$ cat src/fpAddPkg.sv
// Shared format constants, opcode enum and stage structs; imported by every pipeline stage
`default_nettype none

package fpAddPkg;

    localparam int expWidth = 8;                                 // IEEE-754 single exponent field
    localparam int manWidth = 23;                                // Stored fraction, implicit one excluded
    localparam int expBias  = 127;                               // Exponent bias of the format

    typedef enum logic
    {
        opAdd = 1'b0,                                            // A + B
        opSub = 1'b1                                             // A - B
    } fpOp_t;

    // Operands split into fields, first pipeline register
    typedef struct packed
    {
        logic                valid;
        logic                signA;
        logic                signB;
        logic [expWidth-1:0] exponentA;
        logic [expWidth-1:0] exponentB;
        logic [manWidth-1:0] mantissaA;                          // Fraction only
        logic [manWidth-1:0] mantissaB;
        logic                subtract;                           // Effective subtraction
    } fpUnpacked_t;

    typedef struct packed
    {
        logic                valid;
        logic                signA;
        logic                subtract;
        logic [expWidth-1:0] exponentOut;                        // Larger of the two exponents
        logic [manWidth:0]   alignedMantissaA;                   // Implicit one included
        logic [manWidth:0]   alignedMantissaB;
        logic                guardBit;                           // Tail of the shifted operand
        logic                roundBit;
        logic                stickyBit;
    } fpAligned_t;

    typedef struct packed
    {
        logic                valid;
        logic                sign;                               // Final sign of the result
        logic [expWidth-1:0] exponent;
        logic [manWidth+1:0] sumMantissa;                        // MSB is the carry out
        logic                guardBit;
        logic                roundBit;
        logic                stickyBit;
        logic                isZero;                             // Exact cancellation
    } fpSum_t;

endpackage

`default_nettype wire

$ cat src/fpUnpack.sv
// Input stage of the FP adder; takes operands under valid/ready and registers their fields
`timescale 1ns/100ps
`default_nettype none

module fpUnpack
(
    input  logic                  clk,
    input  logic                  rst,
    input  logic                  advance,                       // Global pipeline enable
    input  logic                  inValid,
    input  logic [31:0]           inA,
    input  logic [31:0]           inB,
    input  fpAddPkg::fpOp_t       inOp,
    output fpAddPkg::fpUnpacked_t stageOut
);

    import fpAddPkg::*;

    fpUnpacked_t nextStage;                                      // Combinational field split

    always_comb
    begin
        nextStage.valid     = inValid;                           // Transfer happens whenever advance is high
        nextStage.signA     = inA[31];
        nextStage.signB     = inB[31];
        nextStage.exponentA = inA[manWidth+expWidth-1:manWidth];
        nextStage.exponentB = inB[manWidth+expWidth-1:manWidth];
        nextStage.mantissaA = inA[manWidth-1:0];
        nextStage.mantissaB = inB[manWidth-1:0];
        // Signs differ for add, or agree for subtract
        nextStage.subtract  = inA[31] ^ inB[31] ^ (inOp == opSub);
    end

    always_ff @(posedge clk)
    begin
        if (advance)
        begin
            stageOut <= nextStage;                               // Fields carry no reset
        end
        if (rst)
        begin
            stageOut.valid <= 1'b0;                              // Only valid is control state
        end
    end

endmodule

`default_nettype wire

$ cat src/fpAlign.sv
// Second adder stage; compares exponents and shifts the smaller mantissa with guard/round/sticky
`timescale 1ns/100ps
`default_nettype none

module fpAlign
(
    input  logic                  clk,
    input  logic                  rst,
    input  logic                  advance,
    input  fpAddPkg::fpUnpacked_t stageIn,
    output fpAddPkg::fpAligned_t  stageOut
);

    import fpAddPkg::*;

    logic [manWidth+2:0] extA, extB;                             // Implicit one plus two tail zeros
    logic [manWidth+2:0] extSmall;                               // Operand with the smaller exponent
    logic [manWidth+2:0] shifted;                                // {aligned, guard, round}
    logic [expWidth-1:0] expDiff;                                // Exponent differential
    logic                aLarger;                                // A keeps its position
    logic                sticky;
    fpAligned_t          nextStage;

    always_comb
    begin
        extA     = {1'b1, stageIn.mantissaA, 2'b00};
        extB     = {1'b1, stageIn.mantissaB, 2'b00};
        aLarger  = stageIn.exponentA >= stageIn.exponentB;       // Equal exponents shift B by zero
        expDiff  = aLarger ? stageIn.exponentA - stageIn.exponentB
                           : stageIn.exponentB - stageIn.exponentA;
        extSmall = aLarger ? extB : extA;
        shifted  = extSmall >> expDiff;                          // Zero once expDiff passes 26
        if (expDiff > 8'd26)
            sticky = |extSmall;                                  // Everything falls past round
        else
            sticky = |(extSmall << (8'd26 - expDiff));           // Only bits shifted out below round

        nextStage.valid            = stageIn.valid;
        nextStage.signA            = stageIn.signA;
        nextStage.subtract         = stageIn.subtract;
        nextStage.exponentOut      = aLarger ? stageIn.exponentA : stageIn.exponentB;
        nextStage.alignedMantissaA = aLarger ? extA[manWidth+2:2] : shifted[manWidth+2:2];
        nextStage.alignedMantissaB = aLarger ? shifted[manWidth+2:2] : extB[manWidth+2:2];
        nextStage.guardBit         = shifted[1];
        nextStage.roundBit         = shifted[0];
        nextStage.stickyBit        = sticky;
    end

    always_ff @(posedge clk)
    begin
        if (advance)
        begin
            stageOut <= nextStage;
        end
        if (rst)
        begin
            stageOut.valid <= 1'b0;
        end
    end

endmodule

`default_nettype wire

$ cat src/fpMantissaAdd.sv
// Third adder stage; adds or subtracts the aligned magnitudes and picks the result sign
`timescale 1ns/100ps
`default_nettype none

module fpMantissaAdd
(
    input  logic                 clk,
    input  logic                 rst,
    input  logic                 advance,
    input  fpAddPkg::fpAligned_t stageIn,
    output fpAddPkg::fpSum_t     stageOut
);

    import fpAddPkg::*;

    logic                aLarger;                                // Magnitude of A is not below B
    logic                signB;                                  // Effective sign of B
    logic [manWidth+4:0] bigExt;                                 // {carry, mantissa, 3 zero tail bits}
    logic [manWidth+4:0] smallExt;                               // {carry, mantissa, guard, round, sticky}
    logic [manWidth+4:0] rawSum;
    fpSum_t              nextStage;

    always_comb
    begin
        // A nonzero tail only exists on the shifted operand, which is then strictly smaller
        aLarger  = stageIn.alignedMantissaA >= stageIn.alignedMantissaB;
        signB    = stageIn.signA ^ stageIn.subtract;
        bigExt   = aLarger ? {1'b0, stageIn.alignedMantissaA, 3'b000}
                           : {1'b0, stageIn.alignedMantissaB, 3'b000};
        smallExt = aLarger ? {1'b0, stageIn.alignedMantissaB, stageIn.guardBit,
                              stageIn.roundBit, stageIn.stickyBit}
                           : {1'b0, stageIn.alignedMantissaA, stageIn.guardBit,
                              stageIn.roundBit, stageIn.stickyBit};
        rawSum   = stageIn.subtract ? bigExt - smallExt : bigExt + smallExt;  // Tail borrows included

        nextStage.valid       = stageIn.valid;
        nextStage.sign        = (stageIn.subtract && !aLarger) ? signB : stageIn.signA;
        nextStage.exponent    = stageIn.exponentOut;
        nextStage.sumMantissa = rawSum[manWidth+4:3];
        nextStage.guardBit    = rawSum[2];
        nextStage.roundBit    = rawSum[1];
        nextStage.stickyBit   = rawSum[0];
        nextStage.isZero      = stageIn.subtract && (rawSum == '0);      // Exact cancellation
    end

    always_ff @(posedge clk)
    begin
        if (advance)
        begin
            stageOut <= nextStage;
        end
        if (rst)
        begin
            stageOut.valid <= 1'b0;
        end
    end

endmodule

`default_nettype wire

$ cat src/fpNormalizeRound.sv
// Fourth adder stage; normalizes the raw sum, rounds to nearest even and packs the result word
`timescale 1ns/100ps
`default_nettype none

module fpNormalizeRound
(
    input  logic             clk,
    input  logic             rst,
    input  logic             advance,
    input  fpAddPkg::fpSum_t stageIn,
    output logic             resultValid,
    output logic [31:0]      result
);

    import fpAddPkg::*;

    logic                carry;                                  // Sum overflowed into bit 24
    logic [4:0]          lzCount;                                // Leading zeros of the 24-bit sum
    logic [manWidth+3:0] shiftedSum;                             // {mantissa, guard, round, sticky}
    logic [manWidth:0]   normMantissa;
    logic                guard, round, sticky;
    logic [expWidth-1:0] expNorm;
    logic                roundUp;
    logic [manWidth+1:0] rounded;                                // MSB flags a rounding carry
    logic [expWidth-1:0] expFinal;
    logic [31:0]         packed_;

    always_comb
    begin
        carry   = stageIn.sumMantissa[manWidth+1];
        lzCount = 5'd24;                                         // Only reached on cancellation
        for (int i = 0; i <= manWidth; i++)
        begin
            if (stageIn.sumMantissa[i])
                lzCount = 5'(manWidth - i);                      // Highest set bit wins
        end
        // Left shift is only large when the tail is exact, so zero fill is safe
        shiftedSum = {stageIn.sumMantissa[manWidth:0], stageIn.guardBit,
                      stageIn.roundBit, stageIn.stickyBit} << lzCount;

        if (carry)
        begin
            normMantissa = stageIn.sumMantissa[manWidth+1:1];    // One place right
            guard        = stageIn.sumMantissa[0];
            round        = stageIn.guardBit;
            sticky       = stageIn.roundBit | stageIn.stickyBit; // Merge the old tail
            expNorm      = stageIn.exponent + 8'd1;
        end
        else
        begin
            normMantissa = shiftedSum[manWidth+3:3];
            guard        = shiftedSum[2];
            round        = shiftedSum[1];
            sticky       = shiftedSum[0];
            expNorm      = stageIn.exponent - 8'(lzCount);
        end

        roundUp  = guard & (round | sticky | normMantissa[0]);   // Nearest, ties to even
        rounded  = {1'b0, normMantissa} + (manWidth+2)'(roundUp);
        // A rounding carry leaves a zero fraction, so only the exponent moves
        expFinal = expNorm + 8'(rounded[manWidth+1]);
        packed_  = stageIn.isZero ? 32'h0000_0000
                                  : {stageIn.sign, expFinal, rounded[manWidth-1:0]};
    end

    always_ff @(posedge clk)
    begin
        if (advance)
        begin
            result <= packed_;                                   // Payload, no reset
        end
        if (rst)
            resultValid <= 1'b0;
        else if (advance)
            resultValid <= stageIn.valid;
    end

endmodule

`default_nettype wire

$ cat src/fpAddOut.sv
// Output register of the FP adder; holds a result under valid/ready and drives pipeline advance
`timescale 1ns/100ps
`default_nettype none

module fpAddOut
(
    input  logic        clk,
    input  logic        rst,
    input  logic        resultValid,
    input  logic [31:0] result,
    input  logic        outReady,
    output logic        outValid,
    output logic [31:0] outResult,
    output logic        advance
);

    // Free slot or consumer taking the current word, so everything may move
    assign advance = !outValid || outReady;

    always_ff @(posedge clk)
    begin
        if (rst)
            outValid <= 1'b0;
        else if (advance)
            outValid <= resultValid;                             // Bubbles clear the slot
    end

    always_ff @(posedge clk)
    begin
        if (advance)
        begin
            outResult <= result;                                 // Held stable while stalled
        end
    end

endmodule

`default_nettype wire

$ cat src/fpAddTop.sv
// Top level of the pipelined single-precision adder/subtractor; connects the five stages
`timescale 1ns/100ps
`default_nettype none

module fpAddTop
(
    input  logic            clk,
    input  logic            rst,
    input  logic            inValid,
    output logic            inReady,
    input  logic [31:0]     inA,
    input  logic [31:0]     inB,
    input  fpAddPkg::fpOp_t inOp,
    output logic            outValid,
    input  logic            outReady,
    output logic [31:0]     outResult
);

    import fpAddPkg::*;

    fpUnpacked_t unpacked;                                       // Stage 1 register
    fpAligned_t  aligned;                                        // Stage 2 register
    fpSum_t      summed;                                         // Stage 3 register
    logic        resultValid;                                    // Stage 4 register
    logic [31:0] result;
    logic        advance;                                        // Moves all stages together

    assign inReady = advance;

    fpUnpack uUnpack (.clk, .rst, .advance, .inValid, .inA, .inB, .inOp, .stageOut(unpacked));

    fpAlign uAlign (.clk, .rst, .advance, .stageIn(unpacked), .stageOut(aligned));

    fpMantissaAdd uMantissaAdd (.clk, .rst, .advance, .stageIn(aligned), .stageOut(summed));

    fpNormalizeRound uNormalizeRound
    (
        .clk,
        .rst,
        .advance,
        .stageIn(summed),
        .resultValid,
        .result
    );

    fpAddOut uOut (.clk, .rst, .resultValid, .result, .outReady, .outValid, .outResult, .advance);

endmodule

`default_nettype wire

$ cat config.mk
export PLATFORM = sky130hd
export DESIGN_NAME = fpAddTop
export DESIGN_NICKNAME = d
export VERILOG_FILES = /design/src/fpAddPkg.sv /design/src/fpUnpack.sv /design/src/fpAlign.sv /design/src/fpMantissaAdd.sv /design/src/fpNormalizeRound.sv /design/src/fpAddOut.sv /design/src/fpAddTop.sv
export SDC_FILE = /design/constraint.sdc
export NUM_CORES = 1
export LEC_CHECK = 0
export BUFFER_PORTS_ARGS = -buffer_cell sky130_fd_sc_hd__buf_4
export CORE_MARGIN = 5
export CORE_UTILIZATION = 35
export CTS_CLUSTER_SIZE = 10
export DETAILED_ROUTE_END_ITERATION = 8
export RECOVER_POWER = 50
export SYNTH_ARGS = -nofsm -noshare
export SYNTH_HDL_FRONTEND = slang
export SYNTH_SLANG_ARGS = --single-unit
export TNS_END_PERCENT = 50
$ cat constraint.sdc
create_clock -name clk -period 9.21 [get_ports clk]
set_input_delay 0.921 -clock clk [delete_from_list [all_inputs] [get_ports clk]]
set_output_delay 0.921 -clock clk [all_outputs]
set_load 0.005 [all_outputs]
==> results.json <==
{
  "crit_path_end_kind": "flip-flop",
  "drt-initial-drc-count": 1110,
  "io_buffers": 102,
  "drv_cap": 3,
  "drt-total-wl_mm": 47.9,
  "criticalPathCategory": "reg2reg",
  "start_util_pct": 35.5,
  "max_freq_mhz": 131,
  "drc": 0,
  "htree_num_levels": 1,
  "track_usage_pct": 17.1,
  "powerDensity_nw_per_um2": 337,
  "synth_ff_type": "edfxtp_1",
  "cts_buffers": 30,
  "rows": 81,
  "wire_per_inst_um": 18.9,
  "synth_top_family_by_area": "compound AO/OA/AOI/OAI gates",
  "root_buffer": "clkbuf_16",
  "first_global_vias": 13948,
  "hold_buffers": 0,
  "r2r_start": "uAlign.stageOut[48]",
  "num_vias": 14220,
  "synth_top_cell_area_share_pct": 39.1,
  "area_delta_synth_final_pct": 12.6,
  "max-slew-margin-rel_pct": -98.1,
  "clock_latency_ns": 0.59,
  "worst_ep_arrival_time_ns": 8.01,
  "holdPathEnd": "uOut.outResult[28]",
  "syn_inst": 1798,
  "rsz0062_at_grt": "false",
  "min_path_cells": 0,
  "r2r_cells": 22,
  "syn_avg_cell_area_um2": 9.69,
  "die_area_um2": 54300,
  "violations": "max-capacitance violations, max-slew violations",
  "async_flop_share_pct": 0,
  "insertedDiodeCount": 0,
  "grt_overflow": 0,
  "final_cell_mix": "edfxtp_1, nand2_1, nor2_1, mux2i_1, a21oi_1",
  "cts_tree": "done",
  "fin_setup_tns_ns": 0,
  "ant_nets": 0,
  "synth-simple-area-share_pct": 16.8,
  "ys_seq_area_share_pct": 39.7,
  "synthXorXnorAreaFrac_pct": 4.02,
  "synth_area_leaders": "edfxtp_1, mux2i_1, ha_1",
  "cp.required_ns": 9.60,
  "status": "finished, violations left",
  "min_from": "uNormalizeRound.result[28]",
  "tightest_slew_ns": 2.97,
  "p_leak_nw": 7.68,
  "synth-warning-count": 0,
  "coreArea_um2": 49100,
  "ioPinCount": 103,
  "hold_viol": 0,
  "reg2reg_slack_ns": 1.58,
  "fin_nets": 2004,
  "grt_pass1_wl_mm": 75.9,
  "synth_fa_ha_area_share_pct": 5.88,
  "dp.cells": 2487,
  "grt_max_degree": 69,
  "drv_slew": 155,
  "fin_skew_ns": 0.0243,
  "die_h_um": 233,
  "synth_compound_gate_area_share_pct": 19.3,
  "cp-start-kind": "flip-flop",
  "numClockSinks": 232,
  "clockBufferDepth": 3,
  "drt_first_pass_iters": 5,
  "cts_resized": 0,
  "ys_ff_latch": 232,
  "crit_fanout": 51,
  "synth_cell_types": 104,
  "drive_gt1_share_pct": 14.0,
  "peakVddDrop_mv": 0.151,
  "clkTransAtPathRegs_ns": 0.06,
  "synthesis.area_um2": 17400,
  "dp_hpwl_mm": 36.6,
  "setup_violations": 0,
  "min_period_ns": 7.63,
  "die_w_um": 233,
  "routed_via_density": 5.61,
  "antenna_found_initial": 0,
  "hp-class": "reg2reg",
  "yosys.area.top_type": "edfxtp_1",
  "place_congestion": 0.940,
  "min_period_over_period_pct": 82.8,
  "layout_commonest_cell": "edfxtp_1",
  "syn_nets": 1947,
  "finalNonFillerCells": 2534,
  "synthMuxAreaShare_pct": 9.62,
  "synth_enable_flop_cells": 227,
  "post_cts_buffers": 0,
  "r2r_end": "uMantissaAdd.stageOut[0]"
}
worst max-delay path, stage by stage, from the launching register on:
cell	delay, ns
edfxtp_1	0.48
ha_1	0.34
a21o_1	0.18
a2111oi_0	0.61
o221ai_1	0.62
a21o_1	0.38
and2_2	0.45
or3_1	0.42
a2111oi_2	0.81
nor2_1	0.11
xor2_1	0.17
ha_1	0.34
inv_1	0.17
o21bai_1	0.10
a21o_1	0.22
nand2_1	0.07
o31ai_1	0.13
o41ai_1	0.53
xnor2_1	0.14
or4b_1	0.54
nor4bb_1	0.29
nand4_1	0.14
nor4_2	0.17
flip-flops by register name (all words and copies together), names as in the netlist:
name / cells
uUnpack.stageOut: 65
uAlign.stageOut: 62
uMantissaAdd.stageOut: 39
uNormalizeRound.result: 32
uOut.outResult: 32
uNormalizeRound.resultValid: 1
uOut.outValid: 1
through the flow:
step | total power, mW | util, % | hold WS, ns | cell area (µm²) | setup slack, ns
global route | 7.08 | 40.0 | 0.420 | 19600 | 0.966
global placement | 5.49 | 38.2 | 0.402 | 18700 | 1.87
finish | 6.61 | 40.0 | 0.412 | 19600 | 1.58
CTS | 6.62 | 40.0 | 0.412 | 19600 | 1.58
floorplan | 4.58 | - | 0.400 | 17400 | 0.907
detailed placement | 5.54 | 38.2 | 0.405 | 18700 | 1.67
how the worst max path moves through the flow:
stage,cells after the start,from,endpoint
after global placement,21,uAlign.stageOut[48],uMantissaAdd.stageOut[0]
final,22,uAlign.stageOut[48],uMantissaAdd.stageOut[0]
after global routing,22,uAlign.stageOut[48],uMantissaAdd.stageOut[0]
after CTS,21,uAlign.stageOut[48],uMantissaAdd.stageOut[0]
after detailed placement,21,uAlign.stageOut[48],uMantissaAdd.stageOut[0]
after floorplan,2,outReady,inReady
cell type report:
type                       count  area, µm²
clock buffer                  39        785
clock inverter                 8       96.3
fill                        4873      29400
inverter                      88        330
multi-input combinational   1380       9740
sequential                   232       6920
tap                          664        831
timing repair buffer         123        912
cells by family after synthesis:
kind of cell,after synthesis
AND/OR/NAND/NOR,580
AO/OA/AOI/OAI,487
flip-flops,232
buffers and inverters,186
multiplexers,153
XOR/XNOR,80
adder cells (fa/ha/maj),80
metal layers:
metal / GRT usage (%) / share of wire, % / up-vias
met4: 6.79 / 4.6 / 0
met1: 22.3 / 43 / 6736
met5: 0 / 0 / -
li1: - / - / 6906
met2: 29.0 / 48 / 450
met3: 2.11 / 4.9 / 128
cell usage after synthesis, drive strengths merged, types with 9 or more instances:
library cell	count
a31oi	21
nand4	15
o21ai	114
a22oi	14
mux2	33
o21a	10
xnor2	43
a211oi	20
nor2b	17
edfxtp	227
nor3	61
buf	47
a21oi	109
or4	15
nand3	56
ha	77
o31ai	27
a21boi	10
nand2	191
o211ai	17
and2	9
clkbuf	51
or3	15
mux2i	113
a21o	28
nor4	29
nor2	128
a311oi	9
inv	87
and3	10
xor2	37
nand2b	11
report_power, final:
| part | internal [mW] | total (mW) | switching (mW) |
|---|---|---|---|
| clock | 0.620 | 1.05 | 0.427 |
| combinational | 1.47 | 3.65 | 2.18 |
| sequential | 1.58 | 1.91 | 0.325 |
No activity file was read; power rests on OpenSTA's default activity.
